`src/verilog/cart_pkg.sv`:
```
`default_nettype none

package cart_pkg;

  // ============================================================
  // Bus and bank widths
  // ============================================================

  // CPU bus address and data
  typedef logic [15:0] addr_t;
  typedef logic [7:0] byte_t;

  // Physical addresses, sized for the largest cartridge
  typedef logic [22:0] rom_addr_t;
  typedef logic [16:0] sram_addr_t;

  // Bank numbers, up to 512 ROM banks and 16 RAM banks
  typedef logic [8:0] rom_bank_t;
  typedef logic [3:0] ram_bank_t;

  // Controller chosen by header byte 0x0147
  typedef enum logic [1:0] {
    CART_ROM_ONLY,
    CART_MBC1,
    CART_MBC3
  } cart_type_t;

  // ============================================================
  // Address map
  // ============================================================

  localparam int unsigned ROM_BANK_SIZE = 16384;
  localparam int unsigned RAM_BANK_SIZE = 8192;

  localparam addr_t ROM_START = 16'h0000;
  localparam addr_t ROM_END = 16'h7FFF;
  localparam addr_t ROM_BANKED_START = 16'h4000;
  localparam addr_t ERAM_START = 16'hA000;
  localparam addr_t ERAM_END = 16'hBFFF;

  // Header bytes captured during ROM load
  localparam addr_t HDR_TYPE_ADDR = 16'h0147;
  localparam addr_t HDR_ROM_SIZE_ADDR = 16'h0148;

endpackage

`default_nettype wire

```
`src/verilog/mbc3_regs.sv`:
```
`default_nettype none

module mbc3_regs (
  input  wire logic              clk,
  input  wire logic              reset,
  input  wire logic              reg_we,
  input  wire cart_pkg::addr_t   addr,
  input  wire cart_pkg::byte_t   wdata,
  output cart_pkg::rom_bank_t    rom_bank,
  output cart_pkg::ram_bank_t    ram_bank,
  output logic                   ram_enable
);

  logic [6:0] rom_bank_sel;
  logic [1:0] ram_bank_sel;

  // ============================================================
  // Register writes, decoded on addr[14:13]
  // ============================================================

  always_ff @(posedge clk or posedge reset) begin
    if (reset) begin
      ram_enable   <= 1'b0;
      rom_bank_sel <= 7'd0;
      ram_bank_sel <= 2'd0;
    end else if (reg_we) begin
      case (addr[14:13])
        2'd0: ram_enable <= (wdata[3:0] == 4'hA);
        2'd1: rom_bank_sel <= wdata[6:0];
        2'd2: begin
          // RTC selects 0x08-0x0C fall outside and leave the bank alone
          if (wdata <= 8'h03) begin
            ram_bank_sel <= wdata[1:0];
          end
        end
        // Clock latch, no RTC here
        default: ;
      endcase
    end
  end

  // ============================================================
  // Bank outputs
  // ============================================================

  assign rom_bank = (rom_bank_sel == 7'd0) ? 9'd1 : cart_pkg::rom_bank_t'(rom_bank_sel);
  assign ram_bank = cart_pkg::ram_bank_t'(ram_bank_sel);

endmodule

`default_nettype wire

```
`config.mk`:
```
export PLATFORM = sky130hd
export DESIGN_NAME = mbc3_regs
export DESIGN_NICKNAME = d
export VERILOG_FILES = /design/src/verilog/cart_pkg.sv /design/src/verilog/mbc3_regs.sv
export SDC_FILE = /design/constraint.sdc
export NUM_CORES = 1
export LEC_CHECK = 0
export BUFFER_PORTS_ARGS = -buffer_cell sky130_fd_sc_hd__buf_2
export CORE_MARGIN = 2
export CORE_UTILIZATION = 35
export CTS_BUF_LIST = sky130_fd_sc_hd__clkbuf_2
export CTS_CLUSTER_DIAMETER = 40
export DETAILED_ROUTE_END_ITERATION = 8
export PLACE_DENSITY = 0.81
export SYNTH_ARGS = -nofsm -noshare
export SYNTH_HDL_FRONTEND = slang
export SYNTH_SLANG_ARGS = --single-unit
```
`constraint.sdc`:
```
create_clock -name clk -period 0.83 [get_ports clk]
set_input_delay 0.083 -clock clk [delete_from_list [all_inputs] [get_ports clk]]
set_output_delay 0.083 -clock clk [all_outputs]
set_load 0.03 [all_outputs]
```
**After elaboration in Yosys (flattened, before gate mapping)**

Index checks and enable logic that the tools add are counted.
Widths: inputs -> output; s select.

- Order comparisons: 1
- Equal/unequal tests: 3
- Mux-type cells: 1
- Reductions and logical operators: 5

Operators by type and width:

| kind | count |
|---|---|
| $le 8x2->1 const B | 1 |
| $logic_not 7->1 | 1 |
| $mux 7 | 1 |
| $eq 4x4->1 const B | 1 |
| $reduce_and 2->1 | 2 |
| $reduce_and 3->1 | 1 |
| $eq 2x1->1 const B | 1 |
| $eq 2x2->1 const B | 1 |
| $logic_not 2->1 | 1 |

- Register bits: 10
- Bits of input ports: 27
- Output and inout port bits: 14
- Word-level logic and storage cells: 13

**Longest topological paths before layout**

- Depth after elaboration: 2
- Gate-level depth with buffers: 3
- Gate-level depth less buffers: 3

**Worst setup path before layout**

No wires, ideal clock.

- Path kind: reg-to-output
- Start point: register rom_bank_sel[5]
- End point: output port rom_bank[0]
- Arrival: 0.915 ns
- Data required time: 0.747 ns
- Slack: -0.168 ns
- Stages on the path, launching flop included: 3
- Path buffers: 0
- Cells stage by stage: dfrtp_1 nor4_1 a21o_1

- Longest elaborated chain between the ends: 2

RTL lines:

| element | RTL line | text |
|---|---|---|
| from (decl) | mbc3_regs.sv:14 | `logic [6:0] rom_bank_sel;` |
| from (signal assigned) | mbc3_regs.sv:29 | `2'd1: rom_bank_sel <= wdata[6:0];` |
| $logic_not 7->1 | mbc3_regs.sv:46 | `assign rom_bank = (rom_bank_sel == 7'd0) ? 9'd1 : cart_pkg::rom_bank_t'(rom_bank_sel);` |
| $mux 7 | mbc3_regs.sv:46 |  |
| to (decl) | mbc3_regs.sv:9 | `output cart_pkg::rom_bank_t rom_bank,` |

No other way between the ends.

**Worst setup path in the final report**

Same ends and word-level chain as after synthesis.

==> metrics.yaml <==
status:
  outcome: "finished with violations"
  violations: "negative setup slack"
timing:
  post-route-min-period_ps: 1320
  skew_ps: 0
  fmax_mhz: 757
  maxSlewViolCount: 0
  timing.hold.ws_ps: 72.3
  finalHoldViolCount: 0
  finalCritPeriodShare_pct: 159
  setup_violations: 14
  rsz0062_at_grt: "yes"
  fin_ws_ps: -490
drt:
  first_iter_violations: 8
  wl_per_cell_um: 13.7
  via_per_inst: 4.76
  vias: 405
  drtPass1Iterations: 2
  routed_wl_um: 1160
  drc: 0
  ant_nets: 0
clocking:
  cts_num_sinks: 10
  clkSlewWorstSetupHoldPaths_ps: 100
  htreeDepth: 1
  cts_buffer_depth: 2
  clk_latency_ps: 260
  cts-root-buf: "clkbuf_2"
  cts_made_buffers: 3
  cts_tree: "yes"
grt:
  use_met2_pct: 25.0
  grt-busiest-layer: "met2"
  grt_use_met3_pct: 3.04
  grt_max_degree: 11
  grt_pass1_vias: 439
  grtUsageMet1_pct: 13.4
  grt_pass1_wl_um: 1840
  grt-ovfl-total: 0
  gr-usage-all-layers_pct: 14.5
  antenna_found_initial: 0
synthesis:
  ys_ff_latch: 10
  ys_seq_area_share_pct: 50.6
  avgSynthCellArea_um2: 11.8
  synth_warnings: 0
  synth_cell_type_count: 17
  postSynthCellCount: 42
  syn-cell-area_um2: 494
final_layout:
  area_growth_pct: 56.5
  final_common_cell: "buf_6"
  nNetsFinal: 98
  drive_above_1_share_pct: 68.6
  num_antenna_cells: 0
  mostFrequentLayoutCells: "14 x buf_6, 12 x buf_2, 8 x dfrtp_1, 5 x mux2_2"
  fill_cells: 108
  stdcell_area_um2: 773
critical_path:
  cp_slowest_stage_delay_ps: 410
  crit_buf_inv: 1
  worst_setup_path_end_kind: "output pin"
  crit_fanout: 2
  path_cells: "nor4_2, a21o_2, buf_6"
  critPathSlowestCell: "dfrtp_1"
  cp-start-kind: "register"
  criticalPathCategory: "register to output pin"
  cp_data_arrival_time_ps: 1240
  critPathTopFamily: "flip-flops"
  required_ps: 750
floorplan:
  die_h_um: 41.6
  io_pins: 41
  rows: 13
  core-area_mm2: 0.00132
  die_w_um: 41.6
  initial_core_util_pct: 37.5
  die_area_mm2: 0.00173
power_and_ir_drop:
  power_density_mw_per_mm2: 2000
  fin_total_pwr_mw: 1.55
  peakVddDrop_v: 0.00103
  p_leak_nw: 0.393
placed_design:
  dpl_cell_area_um2: 638
  pre_cts_slack_ps: -278
  gp_congestion: 0.714
  dpl.hpwl_um: 824
  io_buffer_count: 22
hold_path:
  hp-class: "input port to register"
flow_run:
  maxCapViolations: 0
[synth_stat cells]
library cell	n	area, um2
inv_1	1	3.75
o21ai_0	1	5.00
buf_4	4	30.0
mux2_2	9	101
clkbuf_1	6	22.5
or4bb_1	1	11.3
nand2_1	1	3.75
nor2_1	1	3.75
a21o_1	1	7.51
conb_1	1	3.75
nand4b_1	1	8.76
or3b_2	1	8.76
dfrtp_1	10	250
nor3_1	1	5.00
nor4_1	1	6.26
nand3b_1	1	7.51
nor4b_2	1	15.0
[report_power, final]
group	internal [mW]	switching [mW]
Combinational	0.344	0.304
Clock	0.105	0.176
Sequential	0.560	0.0617
[cells by family after synthesis]
kind of cell	after synthesis	synth area share [%]
other	1	0.759
muxes	9	20.5
DFF	10	50.6
and+or+nand+nor	9	14.2
buffers and inverters	11	11.4
AOI/OAI and AO/OA	2	2.53
[worst register-to-register path, stage by stage, from the launching register on]
cell and delay, ps:
dfrtp_1 410, buf_4 140, buf_6 110, mux2_4 250
[what timing repair did]
item | in CTS | in global routing
endpoints found under the hold margin | 10 | 0
setup buffers | 2 | 1
cloned | 0 | 0
pin swaps | 2 | 2
hold buffers | 1 | 0
resized for setup | 28 | 2
endpoints found under the setup margin | 14 | 14
[registers in the layout, indices dropped and copies added (netlist names)]
name and count:
rom_bank_sel 7, ram_bank_sel 2, ram_enable 1
[per-stage QoR]
step | util, % | TNS, ps | cells
4_1_cts | 58.4 | -2040 | 85
5_1_grt | 58.7 | -2410 | 85
3_3_place_gp | 48.4 | -1220 | 79
2_1_floorplan | - | -193 | 45
3_5_place_dp | 48.4 | -1420 | 79
6_report | 58.7 | -2070 | 85
[final cells by class]
class                      count  area [um2]  share of cell area [%]
clock buffer                   3        15.0                    1.94
clock inverter                 1        3.75                   0.485
inverter                       1        3.75                   0.485
multi-input combinational     24         221                    28.6
sequential                    10         253                    32.7
tap                           15        18.8                    2.43
timing repair buffer          31         258                    33.3
[routing by layer]
layer / vias up / routed length (um)
li1: 190 / -
met1: 185 / 443
met2: 23 / 568
met3: 7 / 82
met4: 0 / 71
met5: - / 0
[worst paths after layout]
check	startpoint	to	slack (ps)	cells past startpoint
max	rom_bank_sel[5]$_DFFE_PP0P_	rom_bank[0]	-490	3
min	wdata[6]	rom_bank_sel[6]$_DFFE_PP0P_	70	2
max reg2reg	rom_bank_sel[5]$_DFFE_PP0P_	rom_bank_sel[5]$_DFFE_PP0P_	-170	3
min reg2reg	ram_enable$_DFFE_PP0P_	ram_enable$_DFFE_PP0P_	520	2
max in group asynchronous	reset	ram_bank_sel[0]$_DFFE_PP0P_	190	3
min in group asynchronous	reset	rom_bank_sel[0]$_DFFE_PP0P_	350	3
Note: power is estimated with default switching activity, not from simulation.
