--- config.mk ---
export PLATFORM = sky130hd
export DESIGN_NAME = cart_mapper
export DESIGN_NICKNAME = d
export VERILOG_FILES = /design/src/verilog/cart_pkg.sv /design/src/verilog/cart_mapper.sv
export SDC_FILE = /design/constraint.sdc
export NUM_CORES = 1
export LEC_CHECK = 0
export BUFFER_PORTS_ARGS = -buffer_cell sky130_fd_sc_hd__buf_2
export CAP_MARGIN = 40
export CORE_AREA = 8 8 72 74
export CTS_CLUSTER_SIZE = 30
export DETAILED_ROUTE_END_ITERATION = 8
export DIE_AREA = 0 0 80 82
export GPL_TIMING_DRIVEN = 0
export PLACE_DENSITY = 0.92
export SYNTH_ARGS = -nofsm -noshare
export SYNTH_HDL_FRONTEND = slang
export SYNTH_SLANG_ARGS = --single-unit
export TNS_END_PERCENT = 1
--- constraint.sdc ---
create_clock -name clk -period 5.3 [get_ports clk]
set_input_delay 1.59 -clock clk [delete_from_list [all_inputs] [get_ports clk]]
set_output_delay 1.59 -clock clk [all_outputs]
set_load 0.005 [all_outputs]
--- src/verilog/cart_pkg.sv ---
`default_nettype none

package cart_pkg;

  // ============================================================
  // Bus and bank widths
  // ============================================================

  // CPU bus address and data
  typedef logic [15:0] addr_t;
  typedef logic [7:0] byte_t;

  // Physical addresses, sized for the largest cartridge
  typedef logic [22:0] rom_addr_t;
  typedef logic [16:0] sram_addr_t;

  // Bank numbers, up to 512 ROM banks and 16 RAM banks
  typedef logic [8:0] rom_bank_t;
  typedef logic [3:0] ram_bank_t;

  // Controller chosen by header byte 0x0147
  typedef enum logic [1:0] {
    CART_ROM_ONLY,
    CART_MBC1,
    CART_MBC3
  } cart_type_t;

  // ============================================================
  // Address map
  // ============================================================

  localparam int unsigned ROM_BANK_SIZE = 16384;
  localparam int unsigned RAM_BANK_SIZE = 8192;

  localparam addr_t ROM_START = 16'h0000;
  localparam addr_t ROM_END = 16'h7FFF;
  localparam addr_t ROM_BANKED_START = 16'h4000;
  localparam addr_t ERAM_START = 16'hA000;
  localparam addr_t ERAM_END = 16'hBFFF;

  // Header bytes captured during ROM load
  localparam addr_t HDR_TYPE_ADDR = 16'h0147;
  localparam addr_t HDR_ROM_SIZE_ADDR = 16'h0148;

endpackage

`default_nettype wire

--- src/verilog/cart_mapper.sv ---
`default_nettype none

module cart_mapper #(
  parameter int unsigned ROM_BANKS = 16
) (
  input  wire logic                  clk,
  input  wire logic                  reset,
  input  wire cart_pkg::addr_t       addr,
  input  wire cart_pkg::byte_t       wdata,
  input  wire logic                  read_en,
  input  wire logic                  write_en,
  output cart_pkg::byte_t            rdata,
  input  wire logic                  rom_load_en,
  input  wire cart_pkg::rom_addr_t   rom_load_addr,
  input  wire cart_pkg::byte_t       rom_load_data,
  output logic                       mbc1_we,
  output logic                       mbc3_we,
  input  wire cart_pkg::rom_bank_t   mbc1_rom_bank,
  input  wire cart_pkg::ram_bank_t   mbc1_ram_bank,
  input  wire logic                  mbc1_ram_enable,
  input  wire cart_pkg::rom_bank_t   mbc3_rom_bank,
  input  wire cart_pkg::ram_bank_t   mbc3_ram_bank,
  input  wire logic                  mbc3_ram_enable,
  output cart_pkg::rom_addr_t        rom_addr,
  input  wire cart_pkg::byte_t       rom_rdata,
  output logic                       sram_we,
  output cart_pkg::sram_addr_t       sram_addr,
  output cart_pkg::byte_t            sram_wdata,
  input  wire cart_pkg::byte_t       sram_rdata
);

  localparam logic [9:0] ROM_BANKS_LIMIT = 10'(ROM_BANKS);

  cart_pkg::byte_t     hdr_type;
  cart_pkg::byte_t     hdr_rom_size;
  cart_pkg::cart_type_t cart_type;
  cart_pkg::rom_bank_t act_rom_bank;
  cart_pkg::ram_bank_t act_ram_bank;
  cart_pkg::rom_bank_t eff_rom_bank;
  logic                act_ram_enable;
  logic                ram_ok;
  logic [9:0]          size_banks;
  logic [9:0]          bank_limit;

  wire rom_sel  = addr inside {[cart_pkg::ROM_START : cart_pkg::ROM_END]};
  wire eram_sel = addr inside {[cart_pkg::ERAM_START : cart_pkg::ERAM_END]};

  // ============================================================
  // Header capture and cartridge type
  // ============================================================

  always_ff @(posedge clk or posedge reset) begin
    if (reset) begin
      hdr_type     <= 8'h00;
      hdr_rom_size <= 8'h00;
    end else if (rom_load_en) begin
      if (rom_load_addr == cart_pkg::rom_addr_t'(cart_pkg::HDR_TYPE_ADDR)) begin
        hdr_type <= rom_load_data;
      end
      if (rom_load_addr == cart_pkg::rom_addr_t'(cart_pkg::HDR_ROM_SIZE_ADDR)) begin
        hdr_rom_size <= rom_load_data;
      end
    end
  end

  always_comb begin
    case (hdr_type)
      8'h01, 8'h02, 8'h03: cart_type = cart_pkg::CART_MBC1;
      8'h0F, 8'h10, 8'h11, 8'h12, 8'h13: cart_type = cart_pkg::CART_MBC3;
      default: cart_type = cart_pkg::CART_ROM_ONLY;
    endcase
  end

  // ============================================================
  // Active controller and bank limit
  // ============================================================

  always_comb begin
    case (cart_type)
      cart_pkg::CART_MBC1: begin
        act_rom_bank   = mbc1_rom_bank;
        act_ram_bank   = mbc1_ram_bank;
        act_ram_enable = mbc1_ram_enable;
      end
      cart_pkg::CART_MBC3: begin
        act_rom_bank   = mbc3_rom_bank;
        act_ram_bank   = mbc3_ram_bank;
        act_ram_enable = mbc3_ram_enable;
      end
      default: begin
        act_rom_bank   = 9'd1;
        act_ram_bank   = '0;
        act_ram_enable = 1'b0;
      end
    endcase
  end

  // Size byte n means 2 << n banks, 8 and above taken as 512
  assign size_banks = (hdr_rom_size > 8'd8) ? 10'd512 : (10'd2 << hdr_rom_size[3:0]);
  assign bank_limit = (size_banks < ROM_BANKS_LIMIT) ? size_banks : ROM_BANKS_LIMIT;

  // Both limits are powers of two, so the modulo is a mask
  assign eff_rom_bank = act_rom_bank & cart_pkg::rom_bank_t'(bank_limit - 10'd1);
  assign ram_ok = act_ram_enable && (cart_type != cart_pkg::CART_ROM_ONLY);

  // ============================================================
  // Address forming, strobes and read data
  // ============================================================

  // bank * 16 KiB + offset is the bank above the low 14 address bits
  assign rom_addr = (addr < cart_pkg::ROM_BANKED_START) ? cart_pkg::rom_addr_t'(addr)
                                                        : {eff_rom_bank, addr[13:0]};
  assign sram_addr  = {act_ram_bank, addr[12:0]};
  assign sram_wdata = wdata;
  assign sram_we    = write_en && eram_sel && ram_ok;

  assign mbc1_we = write_en && rom_sel && (cart_type == cart_pkg::CART_MBC1);
  assign mbc3_we = write_en && rom_sel && (cart_type == cart_pkg::CART_MBC3);

  always_comb begin
    rdata = 8'hFF;
    if (read_en) begin
      if (rom_sel) begin
        rdata = rom_rdata;
      end else if (eram_sel && ram_ok) begin
        rdata = sram_rdata;
      end
    end
  end

endmodule

`default_nettype wire

Word level (Yosys, flattened, before mapping) --
Memory sizes are Yosys's and may differ from the RTL's. Cells that the tools add are included.
Word-level totals: register bits 16, bits in latches 0, RAM bits 0, ROM bits 64, input port bits 104, output and inout port bits 59, word-level logic and storage cells 40, memories 1
Cells by class: add/sub/neg operators 1, $mul 0, divide/modulo/power cells 0, magnitude comparators 7, eq/ne operators 4, shift-type cells 1, muxes and demuxes 10, bitwise gates (word level) 1, reductions and logical operators 13
Memories:
- (name not given) | depth 32, bits a word 2, read ports 1, clocked after memory_dff 0, wr ports 0, RTL line cart_mapper.sv:67 | case (hdr_type)
Operator list (count):
- $eq 23x9->1 const B | 2
- $mux 8 | 3
- $mux 23 | 1
- $pmux 9 s2 | 1
- $ge 16x1->1 const B | 1
- $ge 16x16->1 const B | 1
- $le 16x15->1 const B | 1
- $le 16x16->1 const B | 1
- $lt 16x15->1 const B | 1
- $lt 10x5->1 const B | 1
- $mux 10 | 1
- $shl 2x4->10 const A | 1
- $and 9x9->9 | 1
- $logic_and 1x1->1 | 9
- $mux 9 | 1
- $sub 9x1->9 const B | 1
- $gt 8x4->1 const B | 1
- $pmux 4 s2 | 1
- $reduce_and 2->1 | 2
- $logic_not 3->1 | 1
- $eq 2x1->1 const B | 1
- $eq 2x2->1 const B | 1
- $mux 2 | 1
- $pmux 1 s2 | 1
- $reduce_bool 2->1 | 1

Depth between registers and ports, before layout --
depth after elaboration 9, depth in mapped cells 10, mapped depth without buffers 9

Least setup slack after synthesis --
OpenSTA, ideal clock, no wires.
path kind input port to output port, start input mbc3_ram_enable, end output rdata[0], data arrival time 2.498 ns, data required time 3.710 ns, slack 1.212 ns, cell stages on the path 5, buffers on the path 1, cells stage by stage a22oi_1 or4_1 clkbuf_1 o22ai_1 nand2_1
On the way: word-level cells in the longest chain between the ends 6
Ends and longest elaborated chain:
- from (decl) | RTL line cart_mapper.sv:23 | input wire logic mbc3_ram_enable,
- $pmux 1 s2 | RTL line cart_mapper.sv:79 | case (cart_type)
- $logic_and 1x1->1 | RTL line cart_mapper.sv:104 | assign ram_ok = act_ram_enable && (cart_type != cart_pkg::CART_ROM_ONLY);
- $logic_and 1x1->1 | RTL line cart_mapper.sv:125 | end else if (eram_sel && ram_ok) begin
- $mux 8 | RTL line cart_mapper.sv:125
- $mux 8 | RTL line cart_mapper.sv:123 | if (rom_sel) begin
- $mux 8 | RTL line cart_mapper.sv:122 | if (read_en) begin
- to (decl) | RTL line cart_mapper.sv:12 | output cart_pkg::byte_t rdata,
Every way passes these cells.

Final worst setup path --
start input addr[14], end output rdata[0]
On the way: word-level cells in the longest chain between the ends 6, elaborated cells on any way between the ends 10, classes of those cells order compare: 4; mux: 3; reduce/logical: 3
Ends and longest elaborated chain:
- from (decl) | RTL line cart_mapper.sv:8 | input wire cart_pkg::addr_t addr,
- $ge 16x16->1 or $le 16x16->1 (tied branches) | RTL line cart_mapper.sv:46 | wire eram_sel = addr inside {[cart_pkg::ERAM_START : cart_pkg::ERAM_END]};
- $logic_and 1x1->1 | RTL line cart_mapper.sv:46
- $logic_and 1x1->1 | RTL line cart_mapper.sv:125
- $mux 8 | RTL line cart_mapper.sv:125
- $mux 8 (*) | RTL line cart_mapper.sv:123
- $mux 8 (*) | RTL line cart_mapper.sv:122
Mark *: on every way between the ends. The rest lies on a longest branch, timed or not.

==> run summary <==
global-route usage over all layers = 0.1555
CP dominant cell by count = buf_2
most frequent cells in the layout = buf_2, buf_4, mux2_2, dfrtp_1, nor2_1
setup ws final = 0.8516 ns
CTS tree = done
DR pass1 iterations = 4
Setup Fix Bufs, Post-CTS = 0
Initial Util = 0.3385
DRC = 0
leading cell type in the layout, fill and taps excluded = buf_2
Finished Core Util = 0.5242
Clk pin slew, worst setup/hold paths = 0.06 ns
nets = 402
vias in the first global route = 1,742
io pins = 163
Post-synth EDFFs = 0
Starting DRT DRC Count = 19
clock share of power = 0.297
antenna violations before repair = 0
reg-to-reg endpoint = hdr_type[3]
Worst Setup SP = addr[14]
CP endpoint kind = output pin
Peak VDD IR = 0.1830 mV
Max Cap Viol = 0
Longest Clk Path Bufs = 2
count of different cell masters after synthesis = 32
Final HPWL DP = 4999 um
Die Y = 82 um
end of the critical path = rdata[0]
final hold violations = 0
Achievable Freq = 224.8 MHz
first-pass GRT wire length = 8155 um
via count = 1,595
share of cells above drive strength 1 = 0.6541
fin. max-slew vios = 0
Final setup viols = 0
post-synthesis register bit count = 16
total wire length = 5525 um
Synth Area per Inst = 8.991 um2
critical path launch point type = primary input
FP Rows = 24
internal power = 0.2239 mW
die width = 80 um
M1 GR Usage = 0.1397
Synth Flop Type = dfrtp_1
R2R Setup Slk = 4.49 ns
DR WL/cell = 16.06 um
Min Clock Period, post-route = 4.448 ns
R2R Path Start = hdr_type[3]
design area = 2172 um2
port bufs = 131
Clock Root Buffer = clkbuf_8
post-place setup slack = 0.8644 ns
Relative slew margins = 0.6138
post-route clock period utilization = 0.8393
CTS Hold Bufs = 0
crit-path max FO = 9
final antenna diode count = 0
path depth of the worst reg2reg path = 1
TNS Setup = 0 ns
Global Route met3 Usage = 0.04705
Seq. cell area = 400.4 um2
RSZ-0062 raised after global routing = false
GPL Wtd Cong = 0.7957
vias per inst = 4.637
sequential area share after synthesis = 0.2855
multi-input combinational cell area = 690.7 um2
Sw Pwr = 0.06589 mW
slew of the pin with the lowest slew margin = 0.5787 ns
CP Data Required Time = 3.71 ns
cts repair resizes = 0
later-pin clock latency in the skew report = 0.24 ns
cells after synthesis = 156
Cell Area, Placed = 2131 um2
CORE AREA = 4144 um2
warnings from Yosys = 0
Netlist Area Pre-Place = 1403 um2
most used routing layer = met2
Synth async-reset ratio = 1.000
Post-DRT Antenna Nets = 0
combinational group share of total power = 0.281
PD cells = 133.4 nW/um2
CTS H-tree depth = 1
Crit Path Class = primary input to output pin
Worst path slowest cell = or4_1
Hold Path Class = register to register
Leakage = 1.222 nW
CP peak stage delay = 0.39 ns
filler cell count = 377
die area = 6560 um2
largest net degree at the start of global routing = 17
critical-path cell list = buf_2 > nand3b_1 > or4_1 > clkbuf_1 > o22ai_1 > nand2_1 > buf_2
CTS Buf Count = 3
Sequential Power Share = 0.422
GRT overflow = 0
status = finished clean
clock sinks = 16
switching share of total power = 0.2274
worst path arrival time = 2.86 ns
skew final = 0 ns
GRT met2 Usage = 0.3201
Area Growth Syn to Fin = 54.86%
==> worst min-delay path by stage <==
stage	from	to	slack (ns)	cells past startpoint
final	hdr_rom_size[2]	hdr_rom_size[2]	0.51	1
after floorplan	hdr_rom_size[2]	hdr_rom_size[2]	0.48	1
after global routing	hdr_type[6]	hdr_type[6]	0.52	1
after global placement	hdr_rom_size[6]	hdr_rom_size[6]	0.49	1
after detailed placement	hdr_rom_size[6]	hdr_rom_size[6]	0.50	1
after CTS	hdr_rom_size[6]	hdr_rom_size[6]	0.51	1
==> power by group through the flow <==
stage               registers [mW]  logic [mW]  clock network (mW)
CTS                          0.122      0.0820              0.0901
global placement             0.124      0.0794                   0
global route                 0.122      0.0894              0.0951
finish                       0.122      0.0815              0.0861
detailed placement           0.124      0.0818                   0
floorplan                    0.124      0.0336                   0
==> final cells by class <==
cell class / instances / area share
plain buffers: 43 / 0.1400
clock buffers: 3 / 0.01901
inverters: 4 / 0.006912
multi-input cells: 95 / 0.3180
flip-flops and latches: 16 / 0.1843
well taps: 52 / 0.02995
repair buffers: 131 / 0.3018
==> routing by layer <==
layer	up-vias	wire, um
met4	0	51
met2	93	3013
li1	788	-
met1	708	1882
met3	6	578
met5	-	0
==> critical path: cells and delay by family <==
kind	cells	cell delay, ns
buffers and inverters	3	0.46
AND/OR/NAND/NOR	3	0.61
AO/OA/AOI/OAI	1	0.20
==> per-stage QoR <==
stage / hold slack [ns] / cells / total power, mW
floorplan: 0.4811 / 158 / 0.1580
global placement: 0.4924 / 341 / 0.2038
detailed placement: 0.4977 / 341 / 0.2062
CTS: 0.5121 / 344 / 0.2943
global route: 0.5187 / 344 / 0.3065
finish: 0.5089 / 344 / 0.2898
==> cell families after synthesis <==
kind of cell / count (synthesis) / synth area share
buffers and inverters: 47 / 0.2275
muxes: 16 / 0.1285
and+or+nand+nor: 51 / 0.2141
adders and majority gates: 4 / 0.03568
xor gates and xnor gates: 1 / 0.006246
DFF: 16 / 0.2855
AOI/OAI and AO/OA: 20 / 0.09991
other: 1 / 0.002674
==> cell usage after synthesis, drive strengths merged, types with 3 or more instances <==
library cell / number / area share
buf: 39 / 0.21
dfrtp: 16 / 0.29
mux2: 16 / 0.13
nor2: 13 / 0.035
nand2: 10 / 0.027
a22oi: 9 / 0.048
o22ai: 8 / 0.036
nor3: 5 / 0.034
clkbuf: 4 / 0.011
ha: 4 / 0.036
inv: 4 / 0.011
nor4: 4 / 0.018
nor3b: 3 / 0.016
nor4b: 3 / 0.019
==> sequential cells by signal, indices dropped and copies added (netlist names) <==
| register | cells |
|---|---|
| hdr_type | 8 |
| hdr_rom_size | 8 |
No activity file was read; power rests on OpenSTA's default activity.
