`config.mk`:
```
export PLATFORM = sky130hd
export DESIGN_NAME = mbc1_regs
export DESIGN_NICKNAME = d
export VERILOG_FILES = /design/src/verilog/cart_pkg.sv /design/src/verilog/mbc1_regs.sv
export SDC_FILE = /design/constraint.sdc
export NUM_CORES = 1
export LEC_CHECK = 0
export ABC_AREA = 0
export ABC_CLOCK_PERIOD_IN_PS = 1100
export BUFFER_PORTS_ARGS = -buffer_cell sky130_fd_sc_hd__buf_4
export CAP_MARGIN = 20
export CELL_PAD_IN_SITES_DETAIL_PLACEMENT = 0
export CELL_PAD_IN_SITES_GLOBAL_PLACEMENT = 2
export CORE_MARGIN = 3
export CORE_UTILIZATION = 19
export DETAILED_ROUTE_END_ITERATION = 12
export GPL_TIMING_DRIVEN = 1
export PLACE_DENSITY = 0.78
export SLEW_MARGIN = 40
export SYNTH_ARGS = -nofsm -noshare
export SYNTH_HDL_FRONTEND = slang
export SYNTH_SLANG_ARGS = --single-unit
```
`constraint.sdc`:
```
create_clock -name clk -period 1.1 [get_ports clk]
set_input_delay 0.22 -clock clk [delete_from_list [all_inputs] [get_ports clk]]
set_output_delay 0.22 -clock clk [all_outputs]
set_load 0.01 [all_outputs]
```
`src/verilog/cart_pkg.sv`:
```
`default_nettype none

package cart_pkg;

  // ============================================================
  // Bus and bank widths
  // ============================================================

  // CPU bus address and data
  typedef logic [15:0] addr_t;
  typedef logic [7:0] byte_t;

  // Physical addresses, sized for the largest cartridge
  typedef logic [22:0] rom_addr_t;
  typedef logic [16:0] sram_addr_t;

  // Bank numbers, up to 512 ROM banks and 16 RAM banks
  typedef logic [8:0] rom_bank_t;
  typedef logic [3:0] ram_bank_t;

  // Controller chosen by header byte 0x0147
  typedef enum logic [1:0] {
    CART_ROM_ONLY,
    CART_MBC1,
    CART_MBC3
  } cart_type_t;

  // ============================================================
  // Address map
  // ============================================================

  localparam int unsigned ROM_BANK_SIZE = 16384;
  localparam int unsigned RAM_BANK_SIZE = 8192;

  localparam addr_t ROM_START = 16'h0000;
  localparam addr_t ROM_END = 16'h7FFF;
  localparam addr_t ROM_BANKED_START = 16'h4000;
  localparam addr_t ERAM_START = 16'hA000;
  localparam addr_t ERAM_END = 16'hBFFF;

  // Header bytes captured during ROM load
  localparam addr_t HDR_TYPE_ADDR = 16'h0147;
  localparam addr_t HDR_ROM_SIZE_ADDR = 16'h0148;

endpackage

`default_nettype wire

```
`src/verilog/mbc1_regs.sv`:
```
`default_nettype none

module mbc1_regs (
  input  wire logic              clk,
  input  wire logic              reset,
  input  wire logic              reg_we,
  input  wire cart_pkg::addr_t   addr,
  input  wire cart_pkg::byte_t   wdata,
  output cart_pkg::rom_bank_t    rom_bank,
  output cart_pkg::ram_bank_t    ram_bank,
  output logic                   ram_enable
);

  logic [4:0] lower_bank;
  logic [1:0] upper_bank;
  logic       bank_mode;
  logic [4:0] lower_fixed;

  // ============================================================
  // Register writes, decoded on addr[14:13]
  // ============================================================

  always_ff @(posedge clk or posedge reset) begin
    if (reset) begin
      ram_enable <= 1'b0;
      lower_bank <= 5'd0;
      upper_bank <= 2'd0;
      bank_mode  <= 1'b0;
    end else if (reg_we) begin
      case (addr[14:13])
        // 0x0000-0x1FFF
        2'd0: ram_enable <= (wdata[3:0] == 4'hA);
        // 0x2000-0x3FFF
        2'd1: lower_bank <= wdata[4:0];
        // 0x4000-0x5FFF
        2'd2: upper_bank <= wdata[1:0];
        // 0x6000-0x7FFF
        default: bank_mode <= wdata[0];
      endcase
    end
  end

  // ============================================================
  // Bank outputs
  // ============================================================

  // Lower bank 0 behaves as bank 1
  assign lower_fixed = (lower_bank == 5'd0) ? 5'd1 : lower_bank;

  assign rom_bank = cart_pkg::rom_bank_t'({upper_bank, lower_fixed});

  // Upper bits reach the RAM only in mode 1
  assign ram_bank = bank_mode ? cart_pkg::ram_bank_t'(upper_bank) : '0;

endmodule

`default_nettype wire

```
* Word-level counts from Yosys, hierarchy flattened
Cells that the tools add are included.
** Storage, ports and cells
- Latch bits :: 0
- RAM bits :: 0
- Input bits :: 27
- ROM bits :: 0
- Logic and storage cells :: 17
- Register bits after elaboration :: 9
- Memories :: 0
** Cells by class
- $mul :: 0
- Order comparisons :: 0
- Equality and inequality tests :: 3
- Div/mod/pow operators :: 0
- Shift-type cells :: 0
- Bitwise gates (word level) :: 1
- $add $sub $neg :: 0
- Reductions and logical operators :: 7
- Muxes and demuxes :: 2
** Operator list (number)
- 2-bit AND reduction :: 4
- 5-bit zero test :: 1
- 5-bit two-way mux :: 1
- 4-bit equality test (second input constant) :: 1
- 3-bit OR reduction :: 1
- 2-bit by 1-bit equality test with 1-bit output (second input constant) :: 1
- 2-bit equality test (second input constant) :: 1
- 2-bit zero test :: 1
- 2-bit two-way mux :: 1
- 1-bit NOT :: 1

* Longest topological paths before layout
Gate-level depths: netlist (run 1).
- Depth after elaboration :: 4
- Mapped depth :: 2
- Mapped depth without buffers :: 2

* Least setup slack after synthesis (run 1)
No wires, ideal clock.
- Path kind :: register -> output
- Start point :: register lower_bank[1]
- End point :: output rom_bank[0]
- Arrival :: 0.910 ns
- Stages on the path, launching flop included :: 2
- Path slack :: -0.030 ns
- Path buffers :: 0
- Cells stage by stage :: dfrtp_1 -> o41ai_1
** Between the ends
- Word-level cells in the longest chain between the ends :: 2
** Ends and longest elaborated chain
- start, declared :: RTL line mbc1_regs.sv:14 : logic [4:0] lower_bank;
- start signal, assigned :: RTL line mbc1_regs.sv:34 : 2'd1: lower_bank <= wdata[4:0];
- 5-bit zero test :: RTL line mbc1_regs.sv:48 : assign lower_fixed = (lower_bank == 5'd0) ? 5'd1 : lower_bank;
- 5-bit two-way mux :: RTL line mbc1_regs.sv:48
- end, declared :: RTL line mbc1_regs.sv:9 : output cart_pkg::rom_bank_t rom_bank,
No other way between the ends.

* Final worst setup path (run 1)
- Start point :: register lower_bank[4]
- End point :: output rom_bank[0]
The elaborated chain is that of the path after synthesis.

==> impl_summary.log, run 1 <==
[metrics] final standard cell count with taps included and fillers excluded: 88
[metrics] final design utilization: 31.6%
[metrics] Power Density: 1470 nW/µm²
[metrics] number of antenna violations at the first check in global routing: 0
[metrics] peak ir drop on the vdd network: 776 µV
[metrics] Sinks on Clock Net: 9
[metrics] setup repair after global routing missed its margin: yes
[metrics] placed cell area: 633 µm²
[metrics] Area growth syn-to-layout: 55.0%
[metrics] drt pass-1 iters: 3
[metrics] global-route wire length before repair: 1480 µm
[metrics] filler instances: 247
[metrics] wire length per cell: 10.4 µm
[metrics] global routing usage summed across all routing layers: 7.33%
[metrics] average footprint of a synthesized cell: 12.4 µm²
[metrics] compound-cell area share of the yosys netlist: 1.91%
[metrics] Top Ports: 41
[metrics] root cell of the clock tree: sky130_fd_sc_hd__clkbuf_4
[metrics] horizontal die dimension: 55.2 µm
[metrics] later-pin clock latency in the skew report: 0.25 ns
[metrics] Cells after Synth: 37
[metrics] Fin Clk Skew: 0 ns
[metrics] core region area: 2250 µm²
[metrics] final antenna diode count: 0
[metrics] cell area after synthesis: 459 µm²
[metrics] average via count per standard cell: 3.70
[metrics] proportion of synthesized area in mux cells: 22.1%
[metrics] setup ws final: -0.268 ns
[metrics] DRC violation count after routing: 0
[metrics] effective utilization at floorplan: 20.4%
[metrics] Critical Path RT: 0.88 ns
[metrics] clock tree buffer depth: 2
[metrics] Arr. time, crit path: 1.15 ns
[metrics] global route total overflow: 0
[metrics] status: finished with violations
[metrics] maximum fanout along the worst path: 2
[metrics] Cell variety after synth: 14
[metrics] number of buffers added on ports: 19
[metrics] DIE AREA: 3040 µm²
[metrics] part of the cycle the worst path needs: 124%
[metrics] detailed-placement wirelength estimate: 759 µm
[metrics] area fraction in and, or, nand and nor cells after synthesis: 14.7%
[metrics] Antenna Violating Nets Remaining: 0
[metrics] Final Routed Wirelength: 915 µm
[metrics] fraction of final layout cells sized beyond drive strength 1: 63.3%
[metrics] largest cells by area after synthesis: sky130_fd_sc_hd__dfrtp_1 (49%), sky130_fd_sc_hd__mux2_2 (17%), sky130_fd_sc_hd__buf_4 (6.5%), sky130_fd_sc_hd__mux2_1 (4.9%), sky130_fd_sc_hd__nand3b_4 (4.4%)
[metrics] CTS tree: built
[metrics] number of setup violations in the final report: 7
[metrics] Placement Rows: 17
[metrics] synthesis-stage register bit count: 9
[metrics] number of hold violations in the final report: 0
[metrics] post-layout net count: 88
[metrics] xor and xnor fraction of the mapped netlist area: 0%
[metrics] summed negative setup slack over all endpoints: -0.392 ns
[metrics] via total after detailed routing: 326
[metrics] portion of synthesized cell area occupied by the leading cell type: 49.0%
[metrics] number of instances in the placed design: 82
[metrics] type of element capturing the critical path: primary output
[metrics] Fmax achieved: 0.731 GHz
[metrics] number of CTS-inserted buffers: 3
[metrics] drt initial violations: 3
[metrics] number of max-capacitance violations reported: 0
[metrics] P_leak: 0.350 nW
[metrics] type of the tightest min-delay check: in2reg
[metrics] shortest period the worst path allows: 1.37 ns
[metrics] number of synthesis warnings: 0
[metrics] part of the Yosys area used for sequential elements: 49.0%
[metrics] vias in the first global route: 360
[metrics] maximum number of pins on one net before global-route repair: 10
[metrics] violated checks: setup timing
[metrics] cell accounting for the most synthesized area: sky130_fd_sc_hd__dfrtp_1
[metrics] class of the most critical setup path: reg2out
[metrics] Final Slew Violations: 0
[metrics] RD Place Congestion: 0.660
[metrics] adder and majority gate portion of the synthesized area: 0%
[metrics] # H-tree levels: 1
[metrics] final standard cell area without fillers: 712 µm²
[metrics] main combinational cell family by area after synthesis: multiplexers
[metrics] clock slew at the register clock pins of the worst setup and hold paths: 0.06 ns
[metrics] y dimension of the die: 55.2 µm
[metrics] sort of element at the start of the critical path: flip-flop
## kinds of logic (layout without fill, tap and decap cells)
logic type / after synthesis / after routing
AO/OA/AOI/OAI: 1 / 1
buffers and inverters: 10 / 30
flip-flops: 9 / 9
multiplexers: 9 / 9
other: 1 / 4
AND/OR/NAND/NOR: 7 / 7
## worst paths after layout
path	startpoint	endpoint	slack, ns	depth (start not counted)
worst min register to register	lower_bank[0]$_DFFE_PP0P_	lower_bank[0]$_DFFE_PP0P_	0.51	1
min in group asynchronous	reset	lower_bank[0]$_DFFE_PP0P_	0.48	3
worst max-delay path	lower_bank[4]$_DFFE_PP0P_	rom_bank[0]	-0.27	2
worst min-delay path	wdata[4]	lower_bank[4]$_DFFE_PP0P_	0.20	2
max in group asynchronous	reset	lower_bank[1]$_DFFE_PP0P_	0.36	3
worst max register to register	lower_bank[1]$_DFFE_PP0P_	lower_bank[1]$_DFFE_PP0P_	0.21	2
## power by group
group          internal (mW)  switching (mW)  leakage, nW
Sequential             0.390          0.0436        0.108
Combinational          0.241           0.130        0.227
Clock                  0.139           0.107       0.0150
## critical path: stages (launching register included)
cell and delay [ns]:
sky130_fd_sc_hd__dfrtp_1 0.39, sky130_fd_sc_hd__o41ai_2 0.34, sky130_fd_sc_hd__buf_4 0.17
## through the flow
stage | hold slack [ns] | setup WS, ns | total power [mW]
5_1_grt | 0.182 | -0.330 | 1.13
2_1_floorplan | 0.0479 | 0.0774 | 0.587
6_report | 0.195 | -0.268 | 1.05
3_5_place_dp | 0.214 | -0.0162 | 0.746
3_3_place_gp | 0.211 | -0.0210 | 0.741
4_1_cts | 0.185 | -0.300 | 1.07
## area by class of cell
cell class | count | area [µm²] | share of cell area [%]
multi-input cells | 21 | 205 | 28.8
clock buffers | 4 | 26.3 | 3.69
well taps | 28 | 35.0 | 4.92
repair buffers | 24 | 213 | 29.9
flip-flops and latches | 9 | 225 | 31.6
inverters | 2 | 7.51 | 1.05
## synthesized netlist by cell type
master,n
sky130_fd_sc_hd__nor3b_2,1
sky130_fd_sc_hd__nand3b_4,1
sky130_fd_sc_hd__mux2_2,7
sky130_fd_sc_hd__nand3b_1,1
sky130_fd_sc_hd__mux2_1,2
sky130_fd_sc_hd__and2_1,2
sky130_fd_sc_hd__inv_1,2
sky130_fd_sc_hd__o41ai_1,1
sky130_fd_sc_hd__nand3_1,1
sky130_fd_sc_hd__dfrtp_1,9
sky130_fd_sc_hd__conb_1,1
sky130_fd_sc_hd__clkbuf_1,4
sky130_fd_sc_hd__buf_4,4
sky130_fd_sc_hd__nor4bb_1,1
## sequential cells by signal, summed over array words and instances, names as in the netlist
| signal | count |
|---|---|
| bank_mode | 1 |
| ram_enable | 1 |
| upper_bank | 2 |
| lower_bank | 5 |
## placed cells by master, fill, tap and decap left out, drive strengths merged
cell         synthesis  final
nor4bb               1      1
nor3b                1      1
and2                 2      2
clkbuf               4      4
mux2                 9      9
conb                 1      4
inv                  2      2
nand3                1      1
o41ai                1      1
dlygate4sd3          0      1
dfrtp                9      9
buf                  4     23
nand3b               2      2
## routing by layer
layer  track usage, %  share of wire (%)  vias to the layer above
met3             5.09                 13                        0
met4             1.21                  0                        0
met5                0                  0                        -
met2             11.2                 45                       18
li1                 -                  -                      162
met1             8.51                 42                      146
## timing repair
| action | CTS | global route |
|---|---|---|
| endpoints found under the setup margin | 6 | 7 |
| resized for setup | 10 | 1 |
| pin swaps | 3 | 0 |
| gates cloned | 0 | 0 |
| hold buffers | 1 | 0 |
| setup buffers | 2 | 1 |
| hold endpoints to repair | 9 | 0 |
No activity file was read; power rests on OpenSTA's default activity.
==> run 2, diff against run 1 <==
--- a/config.mk
+++ b/config.mk
@@ -6,13 +6,14 @@
 export NUM_CORES = 1
 export LEC_CHECK = 0
 export ABC_AREA = 0
-export ABC_CLOCK_PERIOD_IN_PS = 1100
+export ABC_CLOCK_PERIOD_IN_PS = 1300
 export BUFFER_PORTS_ARGS = -buffer_cell sky130_fd_sc_hd__buf_4
 export CAP_MARGIN = 20
 export CELL_PAD_IN_SITES_DETAIL_PLACEMENT = 0
 export CELL_PAD_IN_SITES_GLOBAL_PLACEMENT = 2
 export CORE_MARGIN = 3
 export CORE_UTILIZATION = 19
+export CTS_BUF_LIST = sky130_fd_sc_hd__clkbuf_4 sky130_fd_sc_hd__clkbuf_8 sky130_fd_sc_hd__clkbuf_16
 export DETAILED_ROUTE_END_ITERATION = 12
 export GPL_TIMING_DRIVEN = 1
 export PLACE_DENSITY = 0.78
==> constraint.sdc (replaced) <==
create_clock -name clk -period 1.3 [get_ports clk]
set_input_delay 0.26 -clock clk [delete_from_list [all_inputs] [get_ports clk]]
set_output_delay 0.26 -clock clk [all_outputs]
set_load 0.01 [all_outputs]
==> impl_summary.log, run 2 (synthesized netlist as in run 1, its figures left out) <==
[metrics] slowest stage cell, crit path: sky130_fd_sc_hd__dfrtp_1
[metrics] number of antenna violations at the first check in global routing: 0 (unchanged)
[metrics] clock slew at the register clock pins of the worst setup and hold paths: 0.06 ns (about the same)
[metrics] clock tree buffer depth: 2 (unchanged)
[metrics] maximum number of pins on one net before global-route repair: 10 (unchanged)
[metrics] fraction of final layout cells sized beyond drive strength 1: 59.6% (-3.7 points)
[metrics] drt pass-1 iters: 2 (-1)
[metrics] final standard cell count with taps included and fillers excluded: 85 (-3.4%)
[metrics] peak ir drop on the vdd network: 663 µV (-15%)
[metrics] number of instances in the placed design: 79 (-3.7%)
[metrics] wire length per cell: 9.96 µm (-4.2%)
[metrics] class of the most critical setup path: reg2out
[metrics] y dimension of the die: 55.2 µm (unchanged)
[metrics] detailed-placement wirelength estimate: 713 µm (-6.1%)
[metrics] flip-flop count of the largest register after layout: 5 (unchanged)
[metrics] Critical Path RT: 1.04 ns (+0.16 ns)
[metrics] slowest stage delay, CP: 0.38 ns (about the same)
[metrics] setup ws final: -0.111 ns (+0.157 ns)
[metrics] P_leak: 0.326 nW (-6.8%)
[metrics] later-pin clock latency in the skew report: 0.26 ns (about the same)
[metrics] register with the most flip-flops: lower_bank
[metrics] status: finished with violations
[metrics] vias in the first global route: 302 (-16%)
[metrics] startpoint of the worst hold path: wdata[4]
[metrics] Fin Clk Skew: 0 ns (unchanged)
[metrics] part of the cycle the worst path needs: 109%
[metrics] post-layout net count: 85 (-3.4%)
[metrics] number of setup violations in the final report: 1 (-6)
[metrics] number of max-capacitance violations reported: 0 (unchanged)
[metrics] filler instances: 254 (+2.8%)
[metrics] sort of element at the start of the critical path: flip-flop
[metrics] global-route wire length before repair: 1300 µm (-12%)
[metrics] DRC violation count after routing: 0 (unchanged)
[metrics] Final Slew Violations: 0 (unchanged)
[metrics] shortest period the worst path allows: 1.41 ns
[metrics] final antenna diode count: 0 (unchanged)
[metrics] startpoint of the lowest-slack register-to-register path: lower_bank[4]$_DFFE_PP0P_
[metrics] total power of the final layout: 836 µW (-20%)
[metrics] most common library cell in the layout ignoring fill and taps: sky130_fd_sc_hd__buf_4
[metrics] Antenna Violating Nets Remaining: 0 (unchanged)
[metrics] core region area: 2250 µm² (unchanged)
[metrics] worst setup path start: lower_bank[4]$_DFFE_PP0P_
[metrics] Placement Rows: 17 (unchanged)
[metrics] maximum fanout along the worst path: 2 (unchanged)
[metrics] effective utilization at floorplan: 20.4% (unchanged)
[metrics] crit path cell chain: o41ai_2, buf_4
[metrics] horizontal die dimension: 55.2 µm (unchanged)
[metrics] drt initial violations: 2 (-1)
[metrics] number of hold violations in the final report: 0 (unchanged)
[metrics] Fmax achieved: 0.709 GHz
[metrics] root cell of the clock tree: sky130_fd_sc_hd__clkbuf_4
[metrics] average via count per standard cell: 3.76 (+1.6%)
[metrics] DIE AREA: 3040 µm² (unchanged)
[metrics] Final Routed Wirelength: 847 µm (-7.4%)
[metrics] Largest regs: lower_bank (5), upper_bank (2)
[metrics] commonest cells after routing, fill and taps aside: sky130_fd_sc_hd__buf_4 (20), sky130_fd_sc_hd__dfrtp_1 (9), sky130_fd_sc_hd__mux2_2 (7), sky130_fd_sc_hd__conb_1 (4), sky130_fd_sc_hd__clkbuf_4 (4)
[metrics] final design utilization: 29.2% (-2.4 points)
[metrics] violated checks: setup timing
[metrics] type of element capturing the critical path: primary output
[metrics] number of CTS-inserted buffers: 3 (unchanged)
[metrics] number of buffers added on ports: 19 (unchanged)
[metrics] Arr. time, crit path: 1.15 ns (about the same)
[metrics] via total after detailed routing: 320 (-1.8%)
[metrics] global routing usage summed across all routing layers: 6.90% (-0.43 points)
[metrics] setup repair after global routing missed its margin: yes
[metrics] Sinks on Clock Net: 9 (unchanged)
[metrics] Top Ports: 41 (unchanged)
[metrics] # H-tree levels: 1 (unchanged)
[metrics] global route total overflow: 0 (unchanged)
[metrics] type of the tightest min-delay check: in2reg
[metrics] Power Density: 1270 nW/µm² (-14%)
[metrics] CTS tree: built
[metrics] RD Place Congestion: 0.660 (about the same)
[metrics] Area growth syn-to-layout: 43.3%
## run 2: cell types whose count changed in the layout (fill, tap and decap cells not counted), sizes merged
cell  previous run  this run
buf             23        20
## run 2: routing by layer
metal | share of wire (%) | track usage, % | vias to the layer above | wire, µm
met2 | 41 | 9.65 | 20 | 350
met4 | 1.2 | 4.86 | 0 | 10
met5 | 0 | 0 | - | 0
li1 | - | - | 158 | -
met3 | 14 | 4.83 | 2 | 118
met1 | 43 | 7.25 | 140 | 368
## run 2: layout make-up
cell class              count  area [µm²]  share of cell area [%]
clock buffers               4        30.0                    4.56
repair buffers             21         160                    24.3
multi-input cells          21         200                    30.4
flip-flops and latches      9         225                    34.2
well taps                  28        35.0                    5.32
inverters                   2        7.51                    1.14
## run 2: final timing paths
kind	end	slack, ns	cells past startpoint
max in group asynchronous	upper_bank[1]$_DFFE_PP0P_	0.53	3
min	lower_bank[4]$_DFFE_PP0P_	0.23	2
min in group asynchronous	lower_bank[3]$_DFFE_PP0P_	0.52	3
max reg2reg	lower_bank[4]$_DFFE_PP0P_	0.41	2
min reg2reg	lower_bank[0]$_DFFE_PP0P_	0.51	1
max	rom_bank[0]	-0.11	2
## run 2: per-stage QoR
step	hold WS [ns]	setup slack (ns)	instance area, µm²	TNS (ns)
after global routing	0.228	-0.177	658	-0.177
final	0.230	-0.111	658	-0.111
after CTS	0.220	-0.141	658	-0.141
after detailed placement	0.250	0.0796	603	0
after floorplan	0.0879	0.130	470	0
after global placement	0.250	0.0726	603	0
## run 2: report_power, final
part           internal [mW]  total [mW]  switching (mW)
clock                  0.139       0.231          0.0919
combinational          0.146       0.241          0.0952
sequential             0.330       0.364          0.0345
## run 2: critical path: cells and delay by family (launching register included)
family,cells,cell delay [ns]
flip-flops,1,0.38
buffers and inverters,1,0.17
AO/OA/AOI/OAI,1,0.34
## run 2: repair_timing
action,CTS,global route
setup buffers,1,0
hold buffers,1,0
hold endpoints to repair,9,0
pin swaps,1,0
gates resized for setup,1,0
endpoints found under the setup margin,1,1
